**config.mk**
```make
export PLATFORM = sky130hd
export DESIGN_NAME = perf_monitor
export DESIGN_NICKNAME = d
export VERILOG_FILES = /design/src/hw/perf_pkg.sv /design/src/hw/retire_decoder.sv /design/src/hw/collection_window.sv /design/src/hw/mix_counters.sv /design/src/hw/perf_monitor.sv
export VERILOG_INCLUDE_DIRS = /design/src /design/src/hw
export SDC_FILE = /design/constraint.sdc
export NUM_CORES = 1
export LEC_CHECK = 0
export BUFFER_PORTS_ARGS = -buffer_cell sky130_fd_sc_hd__buf_2
export CAP_MARGIN = 0
export CORE_MARGIN = 10
export CORE_UTILIZATION = 60
export DETAILED_ROUTE_END_ITERATION = 8
export PLACE_DENSITY = 0.81
export SETUP_SLACK_MARGIN = 0.15
export SYNTH_ARGS = -nofsm -noshare
export SYNTH_HDL_FRONTEND = slang
export SYNTH_HIERARCHICAL = 1
export SYNTH_SLANG_ARGS = --single-unit
```
**constraint.sdc**
```tcl
create_clock -name clk -period 6.2 [get_ports clk]
set_input_delay 1.24 -clock clk [delete_from_list [all_inputs] [get_ports clk]]
set_output_delay 1.24 -clock clk [all_outputs]
set_load 0.005 [all_outputs]
```
**src/hw/perf_config.svh**
```systemverilog
////////////////////
// retire monitor configuration
// port count, counter width and the
// benchmark marker instruction words
////////////////////

`ifndef PERF_CONFIG_SVH
`define PERF_CONFIG_SVH

// instructions the core can retire per cycle
`define PERF_RETIRE_PORTS 2

// width of every class counter
`define PERF_COUNT_W 32

// addi x0, x0, 12 opens the window
`define PERF_START_NOP 32'h00C0_0013
// addi x0, x0, 13 closes it
`define PERF_END_NOP 32'h00D0_0013

`endif

```
**src/hw/perf_pkg.sv**
```systemverilog
////////////////////
// retire monitor types
// instruction views, opcode groups,
// mix categories and counter types
////////////////////

`default_nettype none

`include "perf_config.svh"

package perf_pkg;

    // rv32 major opcode groups, bits 6:2 of the word
    typedef enum logic [4:0] {
        ARITH     = 5'b01100,
        ARITH_IMM = 5'b00100,
        AUIPC     = 5'b00101,
        LUI       = 5'b01101,
        BRANCH    = 5'b11000,
        JAL       = 5'b11011,
        JALR      = 5'b11001,
        LOAD      = 5'b00000,
        AMO       = 5'b01011,
        STORE     = 5'b01000,
        SYSTEM    = 5'b11100,
        FENCE     = 5'b00011
    } opcode_t;

    // field view of one instruction word
    typedef struct packed {
        logic [6:0] funct7;
        logic [4:0] rs2;
        logic [4:0] rs1;
        logic [2:0] funct3;
        logic [4:0] rd;
        opcode_t    opcode;
        logic [1:0] low;
    } rv_fields_t;

    // raw view for marker compare, field view for decode
    typedef union packed {
        logic [31:0] raw;
        rv_fields_t  fields;
    } instr_u;

    // counter index, also used as the read select
    typedef enum logic [2:0] {
        MIX_ALU,
        MIX_BR,
        MIX_MUL,
        MIX_DIV,
        MIX_LOAD,
        MIX_STORE,
        MIX_MISC,
        MIX_TOTAL
    } mix_cat_t;

    localparam int MIX_CLASSES = 7;
    localparam int MIX_CATS = 8;

    // one bit per class, total excluded
    typedef logic [MIX_CLASSES-1:0] mix_vec_t;

    typedef logic [`PERF_COUNT_W-1:0] count_t;

    // enough bits to hold every port hitting one class
    localparam int PORT_COUNT_W = $clog2(`PERF_RETIRE_PORTS + 1);
    typedef logic [PORT_COUNT_W-1:0] port_count_t;

endpackage

`default_nettype wire

```
**src/hw/retire_decoder.sv**
```systemverilog
////////////////////
// retire decoder
// spots the benchmark markers, classifies each
// retired instruction and sums the hits per
// class over all ports, one register stage
////////////////////

`timescale 1ns/100ps
`default_nettype none

`include "perf_config.svh"

module retire_decoder (
    input  logic                       clk,
    input  logic                       rst,
    input  logic [`PERF_RETIRE_PORTS-1:0] retire_valid,
    input  perf_pkg::instr_u           retire_instr [`PERF_RETIRE_PORTS],
    output perf_pkg::port_count_t      class_hits [perf_pkg::MIX_CATS],
    output logic                       start_seen,
    output logic                       end_seen
);
    import perf_pkg::*;

    logic [`PERF_RETIRE_PORTS-1:0] port_start;
    logic [`PERF_RETIRE_PORTS-1:0] port_end;
    logic [`PERF_RETIRE_PORTS-1:0] port_counted;
    mix_vec_t                      port_class [`PERF_RETIRE_PORTS];
    port_count_t                   hit_sum [MIX_CATS];

    // class of one instruction, unknown opcodes hit nothing
    function automatic mix_vec_t classify(input rv_fields_t f);
        mix_vec_t v;
        v = '0;
        case (f.opcode)
            ARITH: begin
                // M extension shares the opcode, funct7[0] marks it
                v[MIX_ALU] = ~f.funct7[0];
                v[MIX_MUL] = f.funct7[0] & ~f.funct3[2];
                v[MIX_DIV] = f.funct7[0] & f.funct3[2];
            end
            ARITH_IMM, AUIPC, LUI: v[MIX_ALU] = 1'b1;
            BRANCH, JAL, JALR:     v[MIX_BR] = 1'b1;
            LOAD:                  v[MIX_LOAD] = 1'b1;
            STORE:                 v[MIX_STORE] = 1'b1;
            AMO: begin
                // atomics both read and write memory
                v[MIX_LOAD] = 1'b1;
                v[MIX_STORE] = 1'b1;
            end
            SYSTEM, FENCE:         v[MIX_MISC] = 1'b1;
            default:               v = '0;
        endcase
        return v;
    endfunction

    ////////////////////
    // per port decode
    always_comb begin
        for (int p = 0; p < `PERF_RETIRE_PORTS; p++) begin
            port_start[p] = retire_valid[p] && (retire_instr[p].raw == `PERF_START_NOP);
            port_end[p] = retire_valid[p] && (retire_instr[p].raw == `PERF_END_NOP);
            // markers themselves never count
            port_counted[p] = retire_valid[p] && !port_start[p] && !port_end[p];
            port_class[p] = port_counted[p] ? classify(retire_instr[p].fields) : '0;
        end
    end

    ////////////////////
    // sum across ports
    always_comb begin
        for (int c = 0; c < MIX_CLASSES; c++) begin
            hit_sum[c] = '0;
            for (int p = 0; p < `PERF_RETIRE_PORTS; p++) begin
                hit_sum[c] = hit_sum[c] + port_count_t'(port_class[p][c]);
            end
        end
        hit_sum[MIX_TOTAL] = '0;
        for (int p = 0; p < `PERF_RETIRE_PORTS; p++) begin
            hit_sum[MIX_TOTAL] = hit_sum[MIX_TOTAL] + port_count_t'(port_counted[p]);
        end
    end

    // marker pulses
    always_ff @(posedge clk) begin
        if (rst) begin
            start_seen <= 1'b0;
            end_seen <= 1'b0;
        end else begin
            start_seen <= |port_start;
            end_seen <= |port_end;
        end
    end

    // hit sums, only consumed while the window is open
    always_ff @(posedge clk) begin
        class_hits <= hit_sum;
    end

endmodule

`default_nettype wire

```
**src/hw/collection_window.sv**
```systemverilog
////////////////////
// collection window
// open on a start marker, closed on an end
// marker, with a counter clear on every start
////////////////////

`timescale 1ns/100ps
`default_nettype none

module collection_window (
    input  logic clk,
    input  logic rst,
    input  logic start_seen,
    input  logic end_seen,
    output logic counting,
    output logic clear
);

    ////////////////////
    // window state
    always_ff @(posedge clk) begin
        if (rst) begin
            counting <= 1'b0;
        end else if (start_seen) begin
            // start beats end when both land in one group
            counting <= 1'b1;
        end else if (end_seen) begin
            counting <= 1'b0;
        end
    end

    // counters zero at the start edge, so a rerun begins fresh
    assign clear = start_seen;

endmodule

`default_nettype wire

```
**src/hw/mix_counters.sv**
```systemverilog
////////////////////
// instruction mix counters
// one counter per class plus a total,
// accumulating registered hit sums while the
// window is open, read through a select mux
////////////////////

`timescale 1ns/100ps
`default_nettype none

module mix_counters (
    input  logic                  clk,
    input  logic                  rst,
    input  perf_pkg::port_count_t class_hits [perf_pkg::MIX_CATS],
    input  logic                  start_seen,
    input  logic                  end_seen,
    input  logic                  counting,
    input  logic                  clear,
    input  perf_pkg::mix_cat_t    count_sel,
    output perf_pkg::count_t      count_value
);
    import perf_pkg::*;

    count_t counts [MIX_CATS];
    logic   accumulate;

    // a group holding a marker is dropped whole
    assign accumulate = counting && !start_seen && !end_seen;

    ////////////////////
    // counters
    always_ff @(posedge clk) begin
        if (rst) begin
            counts <= '{default: '0};
        end else if (clear) begin
            counts <= '{default: '0};
        end else if (accumulate) begin
            for (int c = 0; c < MIX_CATS; c++) begin
                counts[c] <= counts[c] + count_t'(class_hits[c]);
            end
        end
    end

    ////////////////////
    // read port
    assign count_value = counts[count_sel];

endmodule

`default_nettype wire

```
**src/hw/perf_monitor.sv**
```systemverilog
////////////////////
// retire trace performance monitor
// counts the retired instruction mix between
// the benchmark start and end markers
////////////////////

`timescale 1ns/100ps
`default_nettype none

`include "perf_config.svh"

module perf_monitor (
    input  logic                          clk,
    input  logic                          rst,
    input  logic [`PERF_RETIRE_PORTS-1:0] retire_valid,
    input  perf_pkg::instr_u              retire_instr [`PERF_RETIRE_PORTS],
    input  perf_pkg::mix_cat_t            count_sel,
    output perf_pkg::count_t              count_value,
    output logic                          collecting
);
    import perf_pkg::*;

    port_count_t class_hits [MIX_CATS];
    logic        start_seen;
    logic        end_seen;
    logic        counting;
    logic        clear;

    ////////////////////
    // decode stage
    retire_decoder retire_decoder_i (
        .clk          (clk),
        .rst          (rst),
        .retire_valid (retire_valid),
        .retire_instr (retire_instr),
        .class_hits   (class_hits),
        .start_seen   (start_seen),
        .end_seen     (end_seen)
    );

    // window control
    collection_window collection_window_i (
        .clk        (clk),
        .rst        (rst),
        .start_seen (start_seen),
        .end_seen   (end_seen),
        .counting   (counting),
        .clear      (clear)
    );

    ////////////////////
    // counters and read mux
    mix_counters mix_counters_i (
        .clk         (clk),
        .rst         (rst),
        .class_hits  (class_hits),
        .start_seen  (start_seen),
        .end_seen    (end_seen),
        .counting    (counting),
        .clear       (clear),
        .count_sel   (count_sel),
        .count_value (count_value)
    );

    assign collecting = counting;

endmodule

`default_nettype wire

```
==> summary.txt, run 1 <==
Floorplan
  • Row cnt: 58
  • IO Pins: 104
  • Core Box Area: 0.0253 mm²
  • Die W: 181 µm
  • Initial Util: 61.3%
  • Die ar.: 0.0326 mm²
  • Die height: 181 µm

Final layout
  • Antenna diodes: 0
  • Fin nets: 1,837
  • Layout cell share with drive strength beyond 1: 15.8%
  • Final cell count without fillers: 2,087
  • Area delta synth->final: 10.0%
  • Post-layout util: 67.4%

Worst setup path
  • WP data arrival: 3080 ps
  • Slowest stage delay, CP: 720 ps
  • Buffer and inverter count on the worst path: 2
  • Crit path kind: input port to output port
  • Worst Path Required: 4960 ps
  • Crit path capture type: output port
  • Slowest CP cell: buf_4
  • Startpoint Class: input port
  • CP top delay family: multiplexers
  • Critical path, cell by cell: buf_4 -> mux4_2 -> mux2_2 -> buf_2
  • Critical path fanouts, max: 64

GRT
  • Largest net degree at the start of global routing: 97
  • Antenna violations before repair: 0
  • Total gr overflow: 0
  • Vias in the first global route: 14.0k
  • Global Route Usage Sum: 27.4%
  • First-pass GRT wire length: 74.6 mm

Timing
  • RSZ-0062 raised after global routing: false
  • Fmax: 232 MHz
  • Final setup fails: 0
  • Clock skew: 13.4 ps
  • Min Tclk post-route: 4320 ps
  • Tcrit/Tclk final: 69.6%
  • Measured slew at the worst slew-check pin: 1250 ps
  • Slew margin rel.: 15.7%
  • Hold Vio Cnt, Final: 0
  • Setup_tns: 0 ps
  • Pins Over Slew Limit: 0

Route
  • Avg WL per Cell: 22.5 µm
  • Via count: 14.6k
  • Vias per Instance: 7.00
  • Detail Route Antenna Nets: 0
  • WL final: 47.0 mm
  • Initial DRC count: 1,655
  • # DRC: 0
  • Initial DRT Pass Iterations: 7

Power and ir drop
  • Pwr/cell area: 217 mW/mm²
  • Leakage power: 5.33 nW
  • Peak VDD IR: 0.233 mV

Synth
  • #FFs+latches synth: 275
  • Synth Cell Area: 0.0155 mm²
  • Post-synth ARST share: 0%
  • Post-synthesis sequential area ratio: 35.6%
  • Synthesized Nets: 1,812
  • Number of synthesized flops with an enable pin: 0
  • Netlist cell types: 56
  • Synth Flop Type: dfxtp_1
  • Yosys warns: 6
  • Gate Count Post-Synth: 1,709
  • Syn Area/Cell: 9.06 µm²

Clock network
  • TritonCTS clock tree: built
  • Worst-Skew Late Latency: 570 ps
  • Htree depth: 1
  • Reg clk slew, reported paths: 60 ps
  • CTS-repair resized insts: 0
  • Post-CTS setup buffer count: 0
  • Hold_buf cts: 0
  • Buffer depth of the longest clock path: 3
  • CTS Buf Count: 30
  • CTS sink cnt: 275
  • Clock root buffer: clkbuf_16

Flow run
  • MaxCap Viol Count: 0

Place
  • Placer congestion estimate: 0.930
  • I/O Buffers: 103
  • Post-DP HPWL: 33.5 mm
  • Placed insts: 2,032

Worst hold path
  • Worst Hold Class: flip-flop to flip-flop

Status
  • Status: finished, final reports clean
==> cell usage after synthesis, types with 3 or more instances <==
| cell type | count | share of area [%] |
|---|---|---|
| buf_1 | 10 | 0.24 |
| nand4b_1 | 7 | 0.40 |
| nor4_1 | 44 | 1.8 |
| xor2_1 | 27 | 1.5 |
| nor4b_2 | 4 | 0.39 |
| o31ai_1 | 96 | 4.7 |
| o41ai_1 | 8 | 0.45 |
| or4b_2 | 7 | 0.45 |
| and2_1 | 5 | 0.20 |
| nor3b_1 | 6 | 0.29 |
| nor2_1 | 93 | 2.3 |
| nand2_1 | 112 | 2.7 |
| or4_1 | 108 | 5.2 |
| or2_2 | 5 | 0.20 |
| nand3_1 | 74 | 2.4 |
| fa_1 | 8 | 1.0 |
| a21oi_1 | 161 | 5.2 |
| nor2b_1 | 3 | 0.12 |
| inv_1 | 55 | 1.3 |
| nand4_1 | 73 | 2.9 |
| mux2i_1 | 19 | 1.2 |
| o21ai_0 | 42 | 1.4 |
| mux2_2 | 32 | 2.3 |
| a211oi_1 | 7 | 0.34 |
| or4b_1 | 3 | 0.19 |
| clkbuf_1 | 101 | 2.4 |
| buf_2 | 7 | 0.23 |
| nor3_1 | 20 | 0.65 |
| o21a_1 | 4 | 0.19 |
| ha_1 | 24 | 1.9 |
| xnor2_1 | 45 | 2.5 |
| and3_1 | 13 | 0.53 |
| or3_1 | 65 | 2.6 |
| mux4_2 | 64 | 9.3 |
| o31a_1 | 4 | 0.23 |
| nor4b_1 | 14 | 0.79 |
| and4_1 | 35 | 2.0 |
| dfxtp_1 | 275 | 36 |
| a21o_1 | 4 | 0.19 |
==> per-layer routing <==
metal	GRT usage [%]	wire length [µm]	vias up
met5	0	0	-
met2	44.1	21600	755
met1	33.1	18000	7018
met4	18.1	3440	0
li1	-	-	6643
met3	4.86	3970	195
==> cell families (layout without fill, tap and decap cells) <==
kind of cell             Yosys count  in the layout  share of synthesized area [%]
buffers and inverters            176            224                           4.45
flip-flops                       275            275                           35.6
multiplexers                     115            115                           12.9
AO/OA/AOI/OAI                    335            335                           13.1
AND/OR/NAND/NOR                  704            704                           27.0
adder cells (fa/ha/maj)           32             32                           2.97
XOR/XNOR                          72             72                           4.07
==> power breakdown <==
part / switching (mW) / internal (mW)
logic: 0.0781 / 0.0483
clock network: 0.740 / 1.06
registers: 0.000990 / 1.77
==> path summary, 6_finish.rpt <==
kind                                endpoint                          from  slack, ps  cells after the start
hold reg to reg   mix_counters_i/counts[159]    mix_counters_i/counts[159]        470                      2
setup / recovery             count_value[16]                  count_sel[0]       1880                      4
hold / removal    mix_counters_i/counts[159]    mix_counters_i/counts[159]        470                      2
setup reg to reg  mix_counters_i/counts[219]  collection_window_i/counting       2860                      5
==> placed cells by master (no fill, tap or decap), drive strengths merged, types with 6 or more instances in the layout <==
cell type,instances
dfxtp,275
a21oi,162
buf,114
nand2,112
or4,111
o31ai,96
nor2,93
nand3,74
nand4,73
or3,65
mux4,64
inv,56
clkbuf,51
xnor2,45
nor4,44
o21ai,42
and4,35
mux2,32
xor2,27
ha,24
nor3,21
mux2i,19
nor4b,18
and3,13
or4b,10
o41ai,8
fa,8
a211oi,7
nand4b,7
nor3b,6
==> area by class of cell <==
class | count | area, µm²
inverter | 55 | 206
clock buffer | 51 | 941
timing repair buffer | 114 | 616
clock inverter | 4 | 51.3
fill | 1988 | 8220
multi-input combinational | 1258 | 9300
sequential | 275 | 5510
tap | 330 | 413
==> registers in the layout (all words and copies together) (netlist names) <==
name	count
collection_window_i/counting	1
mix_counters_i/counts	256
retire_decoder_i/class_hits	16
retire_decoder_i/end_seen	1
retire_decoder_i/start_seen	1
==> worst register-to-register path, cell delays in order (launching register included) <==
cell and delay, ps:
dfxtp_1 620, or3b_1 810, buf_4 430, or4_1 710
or4_1 520, a21oi_1 170
==> stage by stage <==
step                      setup WS [ps]  hold WS (ps)  cell area (µm²)  power [mW]
after floorplan                    1880           440            15500        1.89
final                              1880           474            17000        3.70
after detailed placement           1870           463            16000        1.93
after global placement             1920           454            16000        1.93
after CTS                          1870           472            17000        3.72
after global routing               1760           485            17000        3.80
(Power assumes the default switching activity.)
==> run 2: changes to the inputs <==
--- a/config.mk
+++ b/config.mk
@@ -9,9 +9,9 @@
 export BUFFER_PORTS_ARGS = -buffer_cell sky130_fd_sc_hd__buf_2
 export CAP_MARGIN = 0
 export CORE_MARGIN = 10
-export CORE_UTILIZATION = 60
+export CORE_UTILIZATION = 56
 export DETAILED_ROUTE_END_ITERATION = 8
-export PLACE_DENSITY = 0.81
+export PLACE_DENSITY = 0.8
 export SETUP_SLACK_MARGIN = 0.15
 export SYNTH_ARGS = -nofsm -noshare
 export SYNTH_HDL_FRONTEND = slang
==> constraint.sdc (replaced) <==
create_clock -name clk -period 3.7 [get_ports clk]
set_input_delay 0.74 -clock clk [delete_from_list [all_inputs] [get_ports clk]]
set_output_delay 0.74 -clock clk [all_outputs]
set_load 0.005 [all_outputs]
==> run 2 against run 1 <==
Setup slack lost 1300 ps. Total power grew 65%. Design area grew 1.0%. Cell count grew 2.6%. First-iteration DRC count shrank 7.9%. Global-route usage shrank 1.5 points. Clock power grew 63%. Routed wire length shrank 1.9%. Utilization shrank 4.0 points. Sequential share of layout area shrank 0.32 points.
==> summary.txt, run 2 (synthesized netlist as in run 1, its figures left out) <==
Route
  • Via count: 14.6k
  • # DRC: 0
  • WL final: 46.1 mm
  • Avg WL per Cell: 21.5 µm
  • Detail Route Antenna Nets: 0
  • Initial DRT Pass Iterations: 6
  • Vias per Instance: 6.83
  • Initial DRC count: 1,525

Worst setup path
  • Worst Path Required: 2960 ps
  • Startpoint Class: input port
  • Crit path capture type: output port
  • Critical path fanouts, max: 33
  • Crit path kind: input port to output port
  • WP data arrival: 2340 ps

Power and ir drop
  • Peak VDD IR: 0.342 mV
  • NetSw: 1.33 mW
  • Switching share of power: 21.7%
  • Tot Pwr: 6.12 mW
  • Combinational fraction of design power: 3.7%
  • Clk pwr share: 47.9%
  • Pwr/cell area: 356 mW/mm²
  • Leakage power: 5.41 nW
  • Internal Power: 4.79 mW
  • Sequential Power Share: 48.4%

Timing
  • Fmax: 325 MHz
  • Slew margin rel.: 30.0%
  • Setup_tns: 0 ps
  • Min Tclk post-route: 3080 ps
  • Tcrit/Tclk final: 83.2%
  • Clock skew: 9.72 ps
  • RSZ-0062 raised after global routing: false
  • Pins Over Slew Limit: 0
  • Measured slew at the worst slew-check pin: 1050 ps
  • Hold Vio Cnt, Final: 0
  • Final setup fails: 0

Status
  • Status: finished, final reports clean

Final layout
  • Register area: 0.00551 mm²
  • Area delta synth->final: 11.1%
  • Layout cell share with drive strength beyond 1: 16.7%
  • Commonest cells after routing, fill and taps aside: 275 x dfxtp_1, 161 x a21oi_1, 112 x nand2_1, 108 x or4_1, 101 x buf_2
  • Commonest non-fill, non-tap cell in the layout: dfxtp_1
  • Antenna diodes: 0
  • Max FFs per register: 256
  • Biggest registers after layout: mix_counters_i/counts x256, retire_decoder_i/class_hits x16
  • Fill cells: 2,175
  • Top reg by flops: mix_counters_i/counts
  • Fin nets: 1,853
  • Area of the multi-input gates: 0.00930 mm²

Clock network
  • Reg clk slew, reported paths: 60 ps
  • Buffer depth of the longest clock path: 3
  • Hold_buf cts: 0
  • TritonCTS clock tree: built
  • Htree depth: 1
  • Post-CTS setup buffer count: 0
  • CTS Buf Count: 29
  • CTS sink cnt: 275
  • Clock root buffer: clkbuf_16
  • CTS-repair resized insts: 0
  • Worst-Skew Late Latency: 550 ps

Floorplan
  • Core Box Area: 0.0271 mm²
  • Die W: 186 µm
  • Die height: 186 µm
  • Initial Util: 57.1%
  • Row cnt: 60
  • Die ar.: 0.0347 mm²
  • IO Pins: 104

GRT
  • First-pass GRT wire length: 72.7 mm
  • M2 GR Usage: 41.8%
  • Gr busiest metal: met2
  • Largest net degree at the start of global routing: 63
  • Antenna violations before repair: 3
  • Global Route Usage Sum: 25.9%
  • Met3 Usage GRT: 5.20%
  • Met1 GRT Util: 31.5%
  • Vias in the first global route: 13.9k
  • Total gr overflow: 0

Worst hold path
  • Worst Hold Class: input port to flip-flop

Place
  • I/O Buffers: 103
  • Placer congestion estimate: 0.949
  • Post-DP HPWL: 33.2 mm

Flow run
  • MaxCap Viol Count: 0
==> run 2: per-layer routing <==
layer | vias to the layer above | part of all wire [%] | wire length, µm
met3 | 167 | 8.6 | 3950
met5 | - | 0.028 | 13
met1 | 7063 | 39 | 18100
met4 | 2 | 6.4 | 2970
met2 | 712 | 46 | 21000
li1 | 6679 | - | -
==> run 2: final timing paths <==
check | start | to | slack [ps] | depth (start not counted)
setup / recovery | count_sel[0] | count_value[17] | 620 | 5
hold / removal | retire_instr[20] | retire_decoder_i/end_seen | 450 | 2
setup reg to reg | retire_decoder_i/end_seen | mix_counters_i/counts[255] | 730 | 4
hold reg to reg | mix_counters_i/counts[64] | mix_counters_i/counts[64] | 490 | 2
==> run 2: critical path, stage by stage <==
cell    delay, ps
buf_4         300
buf_12        280
mux4_2        530
mux2_2        320
buf_2         140
==> run 2: through the flow <==
step           instances  util (%)  cell area (µm²)  hold WS, ps  worst slack (ps)
2_1_floorplan       1709         -            15500          440               384
4_1_cts             2142      63.5            17200          441               609
5_1_grt             2142      63.5            17200          470               543
3_5_place_dp        2091      60.0            16300          471               607
3_3_place_gp        2091      60.0            16300          453               638
6_report            2142      63.5            17200          453               621
==> run 2: power groups by stage <==
stage | combinational (mW) | sequential [mW] | clock (mW)
2_1_floorplan | 0.133 | 3.03 | 0
3_3_place_gp | 0.216 | 3.03 | 0
3_5_place_dp | 0.222 | 3.03 | 0
4_1_cts | 0.222 | 2.97 | 2.97
5_1_grt | 0.241 | 2.97 | 3.09
6_report | 0.224 | 2.97 | 2.93
==> run 2: final cells by class <==
cell class,instances,area share [%]
clock buffers,41,4.77
clock inverters,10,0.727
inverters,55,1.20
multi-input cells,1258,54.1
flip-flops and latches,275,32.0
well taps,372,2.71
repair buffers,131,4.54
